===== src/design/mem_params.svh =====
`ifndef MEM_PARAMS_SVH
`define MEM_PARAMS_SVH

// processor side address and data
`define ADDR_W 32
`define WORD_W 32

// ram is byte wide
`define BYTE_W 8

// bytes per word
`define WORD_BYTES (`WORD_W / `BYTE_W)

`endif


===== src/design/memPkg.sv =====
`include "mem_params.svh"

package memPkg;

    typedef logic [`ADDR_W-1:0] addr_t;
    typedef logic [`WORD_W-1:0] word_t;
    typedef logic [`BYTE_W-1:0] byte_t;

    // access length in bytes, only 1, 2 or 4
    typedef logic [2:0] byteLen_t;

    // byte position inside a word
    typedef logic [1:0] lane_t;

    typedef enum logic [1:0] {
        kFetch,
        kLoad,
        kStore
    } accessKind_e;

    // one registered request waiting for the sequencer
    typedef struct packed {
        logic        valid;
        accessKind_e kind;
        addr_t       addr;
        byteLen_t    len;
        word_t       wdata;
    } memReq_t;

    // one byte beat, travels alongside the ram address
    typedef struct packed {
        logic        valid;
        accessKind_e kind;
        lane_t       lane;
        logic        last;
    } memBeat_t;

endpackage


===== src/design/memArbiter.sv =====
`timescale 1ns/1ps

module memArbiter (
    input  logic             clk,
    input  logic             rst,
    input  logic             i_fetchEn,
    input  memPkg::addr_t    i_fetchAddr,
    input  logic             i_dataEn,
    input  logic             i_dataStore,
    input  memPkg::byteLen_t i_dataLen,
    input  memPkg::addr_t    i_dataAddr,
    input  memPkg::word_t    i_dataWr,
    input  logic             i_take,
    output memPkg::memReq_t  o_req
);
    import memPkg::*;

    logic    fetchTaken;
    logic    dataTaken;
    logic    fetchReady;
    logic    dataReady;
    logic    canLoad;
    memReq_t fetchReq;
    memReq_t dataReq;

    // a source counts again only after its enable went low
    assign fetchReady = i_fetchEn && !fetchTaken;
    assign dataReady  = i_dataEn && !dataTaken;

    assign canLoad = !o_req.valid || i_take;

    always_comb begin
        fetchReq.valid = 1'b1;
        fetchReq.kind  = kFetch;
        fetchReq.addr  = i_fetchAddr;
        fetchReq.len   = 3'd4;
        fetchReq.wdata = '0;
    end

    always_comb begin
        dataReq.valid = 1'b1;
        dataReq.kind  = i_dataStore ? kStore : kLoad;
        dataReq.addr  = i_dataAddr;
        dataReq.len   = i_dataLen;
        dataReq.wdata = i_dataWr;
    end

    always_ff @(posedge clk) begin
        if (rst) begin
            o_req.valid <= 1'b0;
            fetchTaken  <= 1'b0;
            dataTaken   <= 1'b0;
        end else begin
            if (!i_fetchEn) begin
                fetchTaken <= 1'b0;
            end
            if (!i_dataEn) begin
                dataTaken <= 1'b0;
            end

            // data wins over fetch
            if (canLoad) begin
                if (dataReady) begin
                    o_req     <= dataReq;
                    dataTaken <= 1'b1;
                end else if (fetchReady) begin
                    o_req      <= fetchReq;
                    fetchTaken <= 1'b1;
                end else begin
                    o_req.valid <= 1'b0;
                end
            end
        end
    end

endmodule


===== src/design/byteSequencer.sv =====
`timescale 1ns/1ps
`include "mem_params.svh"

module byteSequencer (
    input  logic             clk,
    input  logic             rst,
    input  logic             i_rdy,
    input  logic             i_ioBufferFull,
    input  memPkg::memReq_t  i_req,
    output logic             o_take,
    output memPkg::memBeat_t o_beat,
    output logic             o_memWe,
    output memPkg::addr_t    o_memAddr,
    output memPkg::byte_t    o_memDt
);
    import memPkg::*;

    memReq_t curReq;
    lane_t   byteCnt;
    memReq_t srcReq;
    lane_t   lastIdx;
    logic    hold;
    logic    issue;
    logic    isLast;

    assign hold = i_ioBufferFull || !i_rdy;

    // a request with beats left has priority over the waiting one
    assign srcReq = curReq.valid ? curReq : i_req;

    assign lastIdx = lane_t'(srcReq.len - 3'd1);
    assign isLast  = (byteCnt == lastIdx);
    assign issue   = srcReq.valid && !hold;

    // first beat of a new request is issued straight from the arbiter
    assign o_take = issue && !curReq.valid;

    always_ff @(posedge clk) begin
        if (rst) begin
            curReq.valid <= 1'b0;
            byteCnt      <= '0;
            o_beat.valid <= 1'b0;
            o_memWe      <= 1'b0;
        end else begin
            o_beat.valid <= issue;
            o_memWe      <= issue && (srcReq.kind == kStore);

            if (issue) begin
                o_beat.kind <= srcReq.kind;
                o_beat.lane <= byteCnt;
                o_beat.last <= isLast;

                if (isLast) begin
                    // next cycle may already start the following request
                    curReq.valid <= 1'b0;
                    byteCnt      <= '0;
                end else begin
                    curReq  <= srcReq;
                    byteCnt <= lane_t'(byteCnt + 2'd1);
                end
            end
        end
    end

    // ram address and write byte
    always_ff @(posedge clk) begin
        if (issue) begin
            o_memAddr <= srcReq.addr + addr_t'(byteCnt);
            o_memDt   <= srcReq.wdata[byteCnt*`BYTE_W +: `BYTE_W];
        end
    end

endmodule


===== src/design/wordAssembler.sv =====
`timescale 1ns/1ps
`include "mem_params.svh"

module wordAssembler (
    input  logic             clk,
    input  logic             rst,
    input  memPkg::memBeat_t i_beat,
    input  memPkg::byte_t    i_memDt,
    output logic             o_instDone,
    output memPkg::word_t    o_inst,
    output logic             o_dataDone,
    output memPkg::word_t    o_dataRd
);
    import memPkg::*;

    memBeat_t beatQ;
    word_t    wordBuf;
    word_t    nextWord;
    logic     beatEnd;

    // read data shows up one cycle after the beat left the sequencer
    assign beatEnd = beatQ.valid && beatQ.last;

    always_comb begin
        // lane 0 starts a fresh word, so short loads are zero-extended
        nextWord = (beatQ.lane == '0) ? '0 : wordBuf;
        nextWord[beatQ.lane*`BYTE_W +: `BYTE_W] = i_memDt;
    end

    always_ff @(posedge clk) begin
        if (rst) begin
            beatQ.valid <= 1'b0;
            o_instDone  <= 1'b0;
            o_dataDone  <= 1'b0;
        end else begin
            beatQ      <= i_beat;
            o_instDone <= beatEnd && (beatQ.kind == kFetch);
            o_dataDone <= beatEnd && (beatQ.kind != kFetch);
        end
    end

    always_ff @(posedge clk) begin
        // stores bring no read data
        if (beatQ.valid && beatQ.kind != kStore) begin
            wordBuf <= nextWord;
        end
        if (beatEnd && beatQ.kind == kFetch) begin
            o_inst <= nextWord;
        end
        if (beatEnd && beatQ.kind == kLoad) begin
            o_dataRd <= nextWord;
        end
    end

endmodule


===== src/design/memSubsys.sv =====
`timescale 1ns/1ps

module memSubsys (
    input  logic             clk,
    input  logic             rst,
    input  logic             i_rdy,
    input  logic             i_ioBufferFull,
    input  logic             i_fetchEn,
    input  memPkg::addr_t    i_fetchAddr,
    output logic             o_instDone,
    output memPkg::word_t    o_inst,
    input  logic             i_dataEn,
    input  logic             i_dataStore,
    input  memPkg::byteLen_t i_dataLen,
    input  memPkg::addr_t    i_dataAddr,
    input  memPkg::word_t    i_dataWr,
    output logic             o_dataDone,
    output memPkg::word_t    o_dataRd,
    output logic             o_memWe,
    output memPkg::addr_t    o_memAddr,
    output memPkg::byte_t    o_memDt,
    input  memPkg::byte_t    i_memDt
);
    import memPkg::*;

    memReq_t  req;
    logic     take;
    memBeat_t beat;

    memArbiter u_memArbiter (
        .clk         (clk),
        .rst         (rst),
        .i_fetchEn   (i_fetchEn),
        .i_fetchAddr (i_fetchAddr),
        .i_dataEn    (i_dataEn),
        .i_dataStore (i_dataStore),
        .i_dataLen   (i_dataLen),
        .i_dataAddr  (i_dataAddr),
        .i_dataWr    (i_dataWr),
        .i_take      (take),
        .o_req       (req)
    );

    byteSequencer u_byteSequencer (
        .clk            (clk),
        .rst            (rst),
        .i_rdy          (i_rdy),
        .i_ioBufferFull (i_ioBufferFull),
        .i_req          (req),
        .o_take         (take),
        .o_beat         (beat),
        .o_memWe        (o_memWe),
        .o_memAddr      (o_memAddr),
        .o_memDt        (o_memDt)
    );

    wordAssembler u_wordAssembler (
        .clk        (clk),
        .rst        (rst),
        .i_beat     (beat),
        .i_memDt    (i_memDt),
        .o_instDone (o_instDone),
        .o_inst     (o_inst),
        .o_dataDone (o_dataDone),
        .o_dataRd   (o_dataRd)
    );

endmodule


===== config.mk =====
export PLATFORM = sky130hd
export DESIGN_NAME = memSubsys
export DESIGN_NICKNAME = d
export VERILOG_FILES = /design/src/design/memPkg.sv /design/src/design/memArbiter.sv /design/src/design/byteSequencer.sv /design/src/design/wordAssembler.sv /design/src/design/memSubsys.sv
export VERILOG_INCLUDE_DIRS = /design/src /design/src/design
export SDC_FILE = /design/constraint.sdc
export NUM_CORES = 1
export LEC_CHECK = 0
export BUFFER_PORTS_ARGS = -buffer_cell sky130_fd_sc_hd__buf_2
export CORE_MARGIN = 4
export CORE_UTILIZATION = 30
export DETAILED_ROUTE_END_ITERATION = 12
export GPL_TIMING_DRIVEN = 1
export PLACE_DENSITY_LB_ADDON = 0.08
export SLEW_MARGIN = 10
export SYNTH_ARGS = -nofsm -noshare
export SYNTH_HDL_FRONTEND = slang
export SYNTH_SLANG_ARGS = --single-unit
export TNS_END_PERCENT = 5

===== constraint.sdc =====
create_clock -name clk -period 9.11 [get_ports clk]
set_clock_uncertainty 0.2 [all_clocks]
set_input_delay 1.822 -clock clk [delete_from_list [all_inputs] [get_ports clk]]
set_output_delay 1.822 -clock clk [all_outputs]
set_load 0.01 [all_outputs]

Yosys cells after proc, flatten, opt, wreduce, memory -nomap -nowiden. Cells that the tools add are included.

Bits in registers: 295. Word-level logic and storage cells: 83. Bits of input ports: 114. Output and inout port bits: 107.

Multiplexer cells: 16. Bitwise gates (word level): 2. Shift operators: 3. Reduce and logical (&&, ||, !) cells: 25. Equal/unequal tests: 4. Add/sub/neg operators: 4.

Operators with widths (number): 2-to-1 mux 70 bit (2); 2-to-1 mux 69 bit (1); negation 5 -> 34 bit (1); variable shift 8 x 34 -> 32 bit, first input constant (1); variable part select 8 x 34 -> 32 bit (1); adder 32 x 2 -> 32 bit (1); bitwise mux 32 bit (1); 2-to-1 mux 32 bit (1); variable part select 32 x 6 -> 8 bit (1); logical AND 1 bit (10); 2-to-1 mux 1 bit (9); zero test 1 bit (6); AND reduction 3 bit (2); zero test 2 bit (2); 2-to-1 mux 2 bit (2); nonzero test 2 bit (2); adder 2 x 1 -> 2 bit, second input constant (1); equality test 2 x 1 -> 1 bit, second input constant (1); equality test 2 bit (1); equality test 2 bit, second input constant (1); logical OR 1 bit (2); inequality test 2 bit, second input constant (1); inverter 1 bit (2); AND reduction 2 bit (1); subtractor 2 x 1 -> 2 bit, second input constant (1).

Logic depth before layout (Yosys ltp). Gate-level depths: netlist of run 1.

Word-level depth: 7. Depth in mapped cells: 14. Gate-level depth less buffers: 8.

Hierarchy. From an unflattened synthesis of run 1, not the netlist that was laid out.

Cell total of the unflattened synthesis: 768. Area, all modules: 12182.9 um2.

By module, submodules not included: byteSequencer (cells each 367, instances 1, sequential area each 3493.4 um2, area each 5620.4 um2); wordAssembler (cells each 174, instances 1, sequential area each 3093.0 um2, area each 3667.3 um2); memArbiter (cells each 227, instances 1, sequential area each 2132.0 um2, area each 2895.3 um2).

Worst setup path after synthesis of run 1. Ideal clock, no wire load.

Path type: input port to flip-flop. Start point: input i_ioBufferFull. End point: register u_byteSequencer.curReq[0] (netlist bit) (enable). Required time: 8.332 ns. Stages on the path: 4. Library setup time: 0.578 ns. Buffers on the path: 1. Slack: 1.239 ns. Arrival: 7.094 ns. Path through: nand2b_1 -> or2_2 -> clkbuf_1 -> nor3_1.

Longest elaborated chain between the ends: 4.

RTL lines: from (decl) (RTL line memSubsys.sv:7) `input logic i_ioBufferFull,`; logical OR 1 bit (RTL line byteSequencer.sv:26) `assign hold = i_ioBufferFull || !i_rdy;`; zero test 1 bit (RTL line byteSequencer.sv:33) `assign issue = srcReq.valid && !hold;`; logical AND 1 bit (RTL line byteSequencer.sv:33); AND reduction 3 bit (no line); to (signal assigned) (RTL line byteSequencer.sv:58) `curReq <= srcReq;`; to (decl) (RTL line byteSequencer.sv:18) `memReq_t curReq;`.

No other way between the ends. A chain may end at the register's enable or synchronous reset.

==> results of run 1 <==
[placed cells by master (no fill, tap or decap), drive strengths merged, types with 4 or more instances in the layout]
master,count
mux2i,13
a22o,8
nor2,13
nor3,8
mux2,52
nor4b,4
nand2b,28
nand3,38
ha,7
clkinv,11
xor2,8
nand2,118
nand4,7
clkbuf,46
o21ai,8
inv,24
dfxtp,11
and2,38
buf,231
xnor2,20
a21oi,34
nand4b,4
nor2b,5
edfxtp,282
mux4,8
[registers in the layout, summed over array words and instances, names as in the netlist]
signal	cells
u_byteSequencer.o_memDt	8
u_wordAssembler.o_dataDone	1
u_byteSequencer.o_memWe	1
u_wordAssembler.o_dataRd	32
u_memArbiter.dataTaken	1
u_wordAssembler.o_inst	32
u_byteSequencer.byteCnt	2
u_wordAssembler.wordBuf	32
u_memArbiter.fetchTaken	1
u_byteSequencer.o_memAddr	32
u_byteSequencer.curReq	69
u_byteSequencer.o_beat	6
u_memArbiter.o_req	69
u_wordAssembler.beatQ	6
u_wordAssembler.o_instDone	1
[logic make-up (layout without fill, tap and decap cells)]
family          count (synthesis)  count (layout)  synth area share [%]
flops                         293             293                  72.3
simple gates                  275             275                  11.7
mux                            73              73                  7.46
compound gates                 66              66                  3.39
buf+inv                        59             314                  2.19
xor+xnor                       28              28                  2.04
fa+ha+maj                       8               8                 0.896
[synth_stat cells, types with 2 or more instances]
| cell | n |
|---|---|
| buf_6 | 4 |
| a21oi_1 | 34 |
| nor2b_1 | 5 |
| nor4b_1 | 2 |
| xor2_1 | 8 |
| o21ai_0 | 7 |
| a22o_1 | 8 |
| clkbuf_1 | 23 |
| inv_1 | 23 |
| nand2b_1 | 28 |
| nor2_1 | 13 |
| xnor2_1 | 20 |
| mux4_2 | 8 |
| edfxtp_1 | 282 |
| dfxtp_1 | 11 |
| mux2i_1 | 13 |
| ha_1 | 7 |
| nand4_1 | 7 |
| and2_1 | 38 |
| a21o_1 | 2 |
| or2_2 | 3 |
| buf_2 | 6 |
| or3_1 | 2 |
| nand4b_1 | 4 |
| mux2_2 | 52 |
| nand2_1 | 118 |
| nor3_1 | 7 |
| nand3_1 | 38 |
| a211o_1 | 2 |
[metal layers]
layer	vias to the layer above	track usage (%)
met1	3331	17.1
met4	6	3.44
met2	190	20.0
met5	-	0
li1	3410	-
met3	39	3.24
[critical path, delay by kind of cell, from the launching register on]
kind | cells | cell delay [ns]
and+or+nand+nor | 3 | 1.38
buffers and inverters | 2 | 0.75
xor gates and xnor gates | 1 | 0.14
DFF | 1 | 0.70
AOI/OAI and AO/OA | 1 | 0.09
adders and majority gates | 1 | 0.28
muxes | 1 | 0.38
[stage by stage]
| step | area [um^2] | hold slack, ns | util [%] | worst slack, ns |
|---|---|---|---|---|
| floorplan | 12000 | 0.200 | - | 1.24 |
| global placement | 13700 | 0.206 | 34.6 | 4.83 |
| detailed placement | 13700 | 0.206 | 34.6 | 4.77 |
| CTS | 14800 | 0.213 | 37.3 | 4.78 |
| global route | 14800 | 0.223 | 37.3 | 4.56 |
| finish | 14800 | 0.217 | 37.3 | 4.91 |
[worst min path at each step]
stage	endpoint	slack, ns	cells past startpoint
floorplan	u_wordAssembler.beatQ[0]	0.20	0
global placement	u_wordAssembler.beatQ[2]	0.21	0
detailed placement	u_wordAssembler.beatQ[0]	0.21	0
CTS	u_wordAssembler.beatQ[1]	0.21	0
global route	u_wordAssembler.beatQ[4]	0.22	0
finish	u_wordAssembler.beatQ[1]	0.22	0
[layout make-up]
class / instances / area (um^2) / area share, %
timing repair buffer: 231 / 1190 / 8.03
inverter: 24 / 90.1 / 0.610
clock inverter: 13 / 116 / 0.788
clock buffer: 46 / 937 / 6.34
sequential: 293 / 8690 / 58.8
multi-input combinational: 450 / 3100 / 21.0
tap: 525 / 657 / 4.45
[report_power, final]
part	internal [mW]	switching, mW
Sequential	1.53	0.0173
Clock	0.777	0.522
Combinational	0.0785	0.109
Total	2.38	0.648
==> results.yml, run 1 <==
critical_path:
  r2r-end: "u_byteSequencer.o_memAddr[31]"
  slowest_delay_ns: 0.70
  critPathArrivalTime_ns: 4.27
  reg2reg_setup_slack_ns: 4.91
  r2r-start: "u_byteSequencer.curReq[69]"
  cp.required_ns: 9.18
  crit_type: "reg -> reg"
  slowest_stage: "dfxtp_4"
  reg2reg_depth: 9
  end_kind: "flop"
  cp_max_fo: 51
  cp_cell_sequence: "buf_4 > mux2i_1 > inv_1 > ha_1 > a21oi_1 > or3_1 > nor3_4 > or4b_1 > xnor2_1"
  crit_end: "u_byteSequencer.o_memAddr[31]"
  startpoint_type: "flop"
  crit_start: "u_byteSequencer.curReq[69]"
clock_network:
  clock_latency_ns: 0.52
  clkSinkCount: 293
  clk_path_buf_depth: 3
  cts_tree: "built"
  cts_hold_buffers: 0
  cts_max_level: 2
  cts_resized: 0
  clkTransAtPathRegs_ns: 0.06
  cts-root-buf: "clkbuf_16"
  postCtsSetupRepairBufs: 0
  cts_made_buffers: 34
power:
  power.leakage_nw: 5.46
  pwr_density_cell_mw_per_mm2: 205
  finalPower_mw: 3.03
  peakVddDrop_mv: 0.0827
timing:
  tns_ns: 0
  worstMarginPinSlew_ns: 1.10
  finalSetupViolCount: 0
  finalCriticalPeriod_ns: 4.20
  rsz0062_at_grt: "no"
  drv_slew: 0
  hold_violations: 0
  finalCritPeriodShare_pct: 46.1
  max_freq_mhz: 238
  slew_headroom_pct: 26.6
floorplanning:
  chipHeight_um: 208
  start_util_pct: 30.3
  coreArea_mm2: 0.0396
  die-area_mm2: 0.0433
  io_pins: 221
  die_w_um: 208
  rows: 73
route:
  viasPerCell: 4.41
  met1_length_um: 12700
  ant_nets: 0
  wl_met2_um: 12900
  drc: 0
  drt-pass1-iter-count: 5
  wire_per_inst_um: 17.6
  dr_wl_met3_um: 1650
  wirelength_um: 27800
  initialDrtViolationCount: 317
  vias: 6976
  highest_layer: "met5"
yosys:
  synth_flop_cell: "edfxtp_1"
  avgSynthCellArea_um2: 15.0
  netlist_area_mm2: 0.0120
  yosys_warnings: 0
  ys_ff_latch: 293
  syn_inst: 802
  synth_edf_count: 282
  synth.distinct_cells: 56
  synth_area_leaders: "edfxtp_1, mux2_2, nand2_1, and2_1, dfxtp_1"
  async_flop_share_pct: 0
  syn_nets: 924
  ys_seq_area_share_pct: 72.3
  synth_largest_area_cell: "edfxtp_1"
  yosys.area.top_type_share_pct: 70.5
finish:
  antenna_cells: 0
  num-fill-cells: 3855
  area_growth_pct: 23.0
  final_nets: 1156
  instances_no_fill: 1582
  drive_gt1_share_pct: 33.5
global_route:
  grt_pass1_vias: 7095
  grt_max_degree: 68
  grt_first_pass_wirelength_um: 42600
  grt_util_all_layers_pct: 12.6
  grt_antenna_before_repair: 3
  grt-ovfl-total: 0
placed_design:
  dpl.hpwl_um: 18400
  place_inst: 1523
  routabilityCongestion: 0.718
  port-buffer-count: 219
worst_hold_path:
  hp-start: "u_byteSequencer.o_beat[1]"
  hp-class: "reg -> reg"
outcome:
  status: "finished clean"
run:
  cap_viol_max_count: 0
Power figures use the tool's default switching activity.
==> run 2, diff against run 1 <==
ABC_AREA = 1   (was default)
clock period = 4.35 ns   (was 9.11 ns; I/O delays follow)
==> run 2 against run 1 <==
  * First-iteration DRC count grew 27%
  * Sequential cell count is the same
  * Die area grew 4.2%
  * Worst hold slack lost 0.016 ns
  * Maximum frequency grew 36%
  * Via count grew 18%
  * Count of clock-buffer cells in the layout grew 4
  * Register-to-register slack lost 3.6 ns
  * Non-clock buffer count grew 3
  * Total power grew 120%
  * Sequential share of layout area shrank 2.4 points
  * Critical endpoint is now u_byteSequencer.o_memAddr[30]
  * Highest routed layer is now met4
==> results.yml, run 2 <==
yosys:
  synth-simple-area-share_pct: 17.8
  async_flop_share_pct: 0
  synth_xor_area_share_pct: 1.12
  synth_top_family_by_area: "simple AND/OR/NAND/NOR gates"
  synth_flop_cell: "edfxtp_1"
  syn_nets: 1215
  yosysMostFrequentCell: "nand2_1"
  synth-compound-area-share_pct: 3.14
  yosys.area.top_type_share_pct: 67.5
  ys_ff_latch: 293
  netlist_area_mm2: 0.0125
  ys_seq_area_share_pct: 69.3
  synth.distinct_cells: 37
  avgSynthCellArea_um2: 11.5
  synth_edf_count: 282
  synth_largest_area_cell: "edfxtp_1"
  synthMuxAreaShare_pct: 2.87
  syn_inst: 1093
  synth_area_leaders: "edfxtp_1, nand2_1, inv_1, mux2_2, nor2_1"
  yosys-top-cells-count: "nand2_1, edfxtp_1, inv_1, nor2_1, mux2_2"
  yosys_warnings: 0
  synthAdderAreaFrac_pct: 0.858
timing:
  setup_ws_ns: 1.26
  finalSetupViolCount: 0
  slew_headroom_pct: 55.2
  tns_ns: 0
  worstMarginPinSlew_ns: 0.672
  drv_slew: 0
  finalCriticalPeriod_ns: 3.09
  hold_violations: 0
  rsz0062_at_grt: "no"
  finalCritPeriodShare_pct: 71.0
  max_freq_mhz: 324
  holdWs_ns: 0.201
route:
  initialDrtViolationCount: 402
  drc: 0
  ant_nets: 0
  vias: 8263
  wirelength_um: 31400
  drt-pass1-iter-count: 5
  viasPerCell: 4.37
  wire_per_inst_um: 16.6
clock_network:
  cts_made_buffers: 35
  cts-root-buf: "clkbuf_16"
  postCtsSetupRepairBufs: 0
  cts_max_level: 2
  cts_hold_buffers: 0
  clkTransAtPathRegs_ns: 0.06
  clock_latency_ns: 0.53
  clkSinkCount: 293
  cts_resized: 0
  clk_path_buf_depth: 3
  cts_tree: "built"
critical_path:
  cp_cell_sequence: "buf_4 > nand2_1 > nand2_1 > ha_1 > inv_1 > fa_1 > inv_1 > nand2_1 > nor2_4 > nand2_1 > nor2_2 > nand2_1 > nand2_1 > nand2_1"
  slowest_stage: "buf_4"
  cp_max_fo: 42
  reg2reg_setup_slack_ns: 1.26
  startpoint_type: "flop"
  cp.required_ns: 4.42
  end_kind: "flop"
  slowest_delay_ns: 0.42
  crit_top_cell: "nand2_1"
  r2r-end: "u_byteSequencer.o_memAddr[30]"
  reg2reg_depth: 14
  r2r-start: "u_byteSequencer.curReq[69]"
  crit_type: "reg -> reg"
  critPathArrivalTime_ns: 3.16
floorplanning:
  die-area_mm2: 0.0451
  start_util_pct: 30.5
  coreArea_mm2: 0.0411
  die_w_um: 212
  chipHeight_um: 212
  io_pins: 221
  rows: 74
run:
  cap_viol_max_count: 0
finish:
  num-fill-cells: 4205
  drive_gt1_share_pct: 27.3
  multi_input_area_mm2: 0.00327
  final_core_util_pct: 37.4
  mostFrequentLayoutCells: "nand2_1, edfxtp_1, buf_2, inv_1, nor2_1"
  regArea_mm2: 0.00869
  stdcell_area_mm2: 0.0154
  area_growth_pct: 22.8
  reg_top3: "u_byteSequencer.curReq (69), u_memArbiter.o_req (69)"
  layout_commonest_cell: "nand2_1"
  final_nets: 1453
  instances_no_fill: 1889
worst_hold_path:
  min_to: "u_wordAssembler.beatQ[5]"
  hp-class: "reg -> reg"
  whs_path_depth: 2
  hp-start: "u_byteSequencer.o_beat[5]"
global_route:
  grt_first_pass_wirelength_um: 47100
  met3_usage_pct: 2.52
  met1_usage_pct: 19.5
  grt_util_met2_pct: 21.1
  grt_busiest_layer: "met2"
  grt_antenna_before_repair: 0
  grt_pass1_vias: 8057
  grt_util_all_layers_pct: 13.6
  grt_max_degree: 69
  grt-ovfl-total: 0
power:
  pwr_density_cell_mw_per_mm2: 429
  finalPower_mw: 6.60
  peakVddDrop_mv: 0.185
  power.leakage_nw: 6.32
placed_design:
  port-buffer-count: 219
  place_ws_ns: 1.14
  place_area_mm2: 0.0143
  place_inst: 1826
  dpl.hpwl_um: 21700
  routabilityCongestion: 0.786
outcome:
  status: "finished clean"
run 2: area by class of cell:
| type | instances | share of cell area, % |
|---|---|---|
| Sequential cell | 293 | 56.4 |
| Inverter | 115 | 2.80 |
| Multi-Input combinational cell | 652 | 21.3 |
| Tap cell | 532 | 4.32 |
| Antenna cell | 1 | 0.0163 |
| Clock buffer | 50 | 6.26 |
| Clock inverter | 12 | 0.796 |
| Timing Repair Buffer | 234 | 8.09 |
run 2: kinds of logic (layout without fill, tap and decap cells):
family,after synthesis,in the layout
xor+xnor,16,16
simple gates,527,527
compound gates,69,69
flops,293,293
buf+inv,148,411
fa+ha+maj,8,8
mux,32,32
other cells,0,1
run 2: worst max-delay path by stage:
stage / startpoint / to / slack (ns) / cells past startpoint
floorplan: i_rdy / u_byteSequencer.curReq[0] / 0.39 / 4
CTS: u_byteSequencer.curReq[69] / u_byteSequencer.o_memAddr[30] / 1.18 / 14
finish: u_byteSequencer.curReq[69] / u_byteSequencer.o_memAddr[30] / 1.26 / 14
global route: u_byteSequencer.curReq[69] / u_byteSequencer.o_memAddr[30] / 0.96 / 14
detailed placement: i_rdy / u_memArbiter.o_req[62] / 1.14 / 8
global placement: i_rdy / u_memArbiter.o_req[62] / 1.18 / 8
run 2: metal layers:
| metal | vias up | wire length, um |
|---|---|---|
| li1 | 4144 | - |
| met4 | 0 | 617 |
| met3 | 38 | 1390 |
| met5 | - | 0 |
| met1 | 3900 | 15400 |
| met2 | 181 | 14000 |
run 2: critical path: cells and delay by family, from the launching register on:
kind	cells	cell delay (ns)
DFF	1	0.33
and+or+nand+nor	9	1.10
buffers and inverters	3	0.64
adders and majority gates	2	0.56
run 2: where the power goes:
group	internal (mW)	leakage (nW)	total, mW	switching [mW]
clock	1.66	0.524	2.79	1.13
combinational	0.185	3.11	0.556	0.370
sequential	3.22	2.69	3.25	0.0311
==> run 3, diff against run 2 <==
clock period = 2.9 ns   (was 4.35 ns; I/O delays follow)
==> run 3 against run 2 <==
  * Sequential cell count is the same
  * Critical endpoint is now u_byteSequencer.o_memAddr[19]
  * Global-route usage is 0.22 points higher
  * Combinational power rose by 53%
  * Sequential power rose by 50%
==> results.yml, run 3 (synthesis gave the netlist of run 2 again) <==
route:
  wirelength_um: 31100
  vias: 8275
  drc: 0
  ant_nets: 0
  drt-pass1-iter-count: 5
  initialDrtViolationCount: 497
  wire_per_inst_um: 16.4
  viasPerCell: 4.36
critical_path:
  end_kind: "flop"
  reg2reg_depth: 14
  cp_max_fo: 7
  crit_start: "u_byteSequencer.curReq[69]"
  critPathArrivalTime_ns: 2.66
  cp.required_ns: 2.98
  crit_type: "reg -> reg"
  startpoint_type: "flop"
  r2r-end: "u_byteSequencer.o_memAddr[19]"
  reg2reg_setup_slack_ns: 0.32
  r2r-start: "u_byteSequencer.curReq[69]"
power:
  peakVddDrop_mv: 0.317
  power.leakage_nw: 6.39
  pwr_density_cell_mw_per_mm2: 639
clock_network:
  postCtsSetupRepairBufs: 0
  clk_path_buf_depth: 3
  cts_hold_buffers: 0
  clkSinkCount: 293
  clkTransAtPathRegs_ns: 0.06
  cts_resized: 0
  cts_max_level: 2
  cts_tree: "built"
  cts-root-buf: "clkbuf_16"
  clock_latency_ns: 0.54
  cts_made_buffers: 35
worst_hold_path:
  hp-class: "in -> reg"
  whs_path_depth: 3
  hp-start: "i_fetchEn"
  min_to: "u_memArbiter.fetchTaken"
timing:
  finalCritPeriodShare_pct: 89.1
  hold_violations: 0
  finalSetupViolCount: 0
  setup_ws_ns: 0.316
  holdWs_ns: 0.0783
  drv_slew: 0
  finalCriticalPeriod_ns: 2.58
  max_freq_mhz: 387
  worstMarginPinSlew_ns: 0.623
  slew_headroom_pct: 58.5
  rsz0062_at_grt: "no"
  tns_ns: 0
finish:
  layout_commonest_cell: "nand2_1"
  drive_gt1_share_pct: 28.2
  antenna_cells: 0
  reg_top3: "u_byteSequencer.curReq (69), u_memArbiter.o_req (69)"
  area_growth_pct: 23.8
  instances_no_fill: 1900
  final_nets: 1463
  mostFrequentLayoutCells: "nand2_1, edfxtp_1, buf_2, inv_1, nor2_1"
  final_core_util_pct: 37.8
global_route:
  grt_pass1_vias: 8395
  grt_antenna_before_repair: 0
  grt_max_degree: 58
  grt_first_pass_wirelength_um: 48100
  grt_util_all_layers_pct: 13.8
  grt-ovfl-total: 0
placed_design:
  dpl.hpwl_um: 21900
  routabilityCongestion: 0.766
  place_ws_ns: 0.245
  port-buffer-count: 219
  place_inst: 1836
floorplanning:
  chipHeight_um: 212
  rows: 74
  die-area_mm2: 0.0451
  die_w_um: 212
  coreArea_mm2: 0.0411
  io_pins: 221
  start_util_pct: 30.5
run:
  cap_viol_max_count: 0
outcome:
  status: "finished clean"
-- run 3: cell count changes in the layout (fill, tap and decap cells not counted), moves of 3 or more --
cell      delta
buf_4        +7
clkinv_2     +4
buf_12       +3
clkbuf_1     -3
-- run 3: routing by layer --
metal / vias up / track usage, % / share of wire (%) / wire, um
li1: 4163 / - / - / -
met1: 3878 / 19.9 / 48 / 15100
met2: 193 / 21.2 / 45 / 14000
met3: 41 / 2.42 / 4.6 / 1420
met4: 0 / 4.46 / 2.0 / 623
met5: - / 0 / 0 / 0
-- run 3: where the power goes --
| part | switching, mW | internal (mW) | total, mW |
|---|---|---|---|
| combinational | 0.560 | 0.289 | 0.849 |
| sequential | 0.0454 | 4.83 | 4.88 |
| clock | 1.72 | 2.47 | 4.19 |
-- run 3: critical path, stage by stage, from the launching register on --
cell	delay, ns
dfxtp_2	0.36
inv_2	0.05
or2_2	0.26
o21ai_1	0.14
inv_1	0.09
ha_1	0.28
nand2_1	0.05
nand2_1	0.10
nand2_2	0.10
inv_1	0.09
nand3_1	0.17
nor2_4	0.26
nand2_1	0.08
nand2_1	0.06
nand2_1	0.05
-- run 3: cell type report --
class / instances / area (um^2)
repair buffers: 244 / 1360
multi-input cells: 652 / 3280
clock buffers: 46 / 938
inverters: 115 / 444
flip-flops and latches: 293 / 8690
well taps: 532 / 666
fillers: 4133 / 25600
clock inverters: 18 / 154
-- run 3: stage by stage --
| stage | power [mW] | cell area (um^2) |
|---|---|---|
| after detailed placement | 5.84 | 14400 |
| after global routing | 10.4 | 15500 |
| final | 9.92 | 15500 |
| after floorplan | 5.50 | 12600 |
| after global placement | 5.83 | 14400 |
| after CTS | 10.1 | 15500 |
-- run 3: worst max path at each step --
stage	endpoint	slack (ns)	cells past startpoint
global route	u_byteSequencer.o_memAddr[19]	0.06	14
global placement	u_byteSequencer.o_memAddr[19]	0.29	13
finish	u_byteSequencer.o_memAddr[19]	0.32	14
floorplan	u_byteSequencer.curReq[0]	-0.66	4
detailed placement	u_byteSequencer.o_memAddr[21]	0.24	13
CTS	u_byteSequencer.o_memAddr[19]	0.25	13
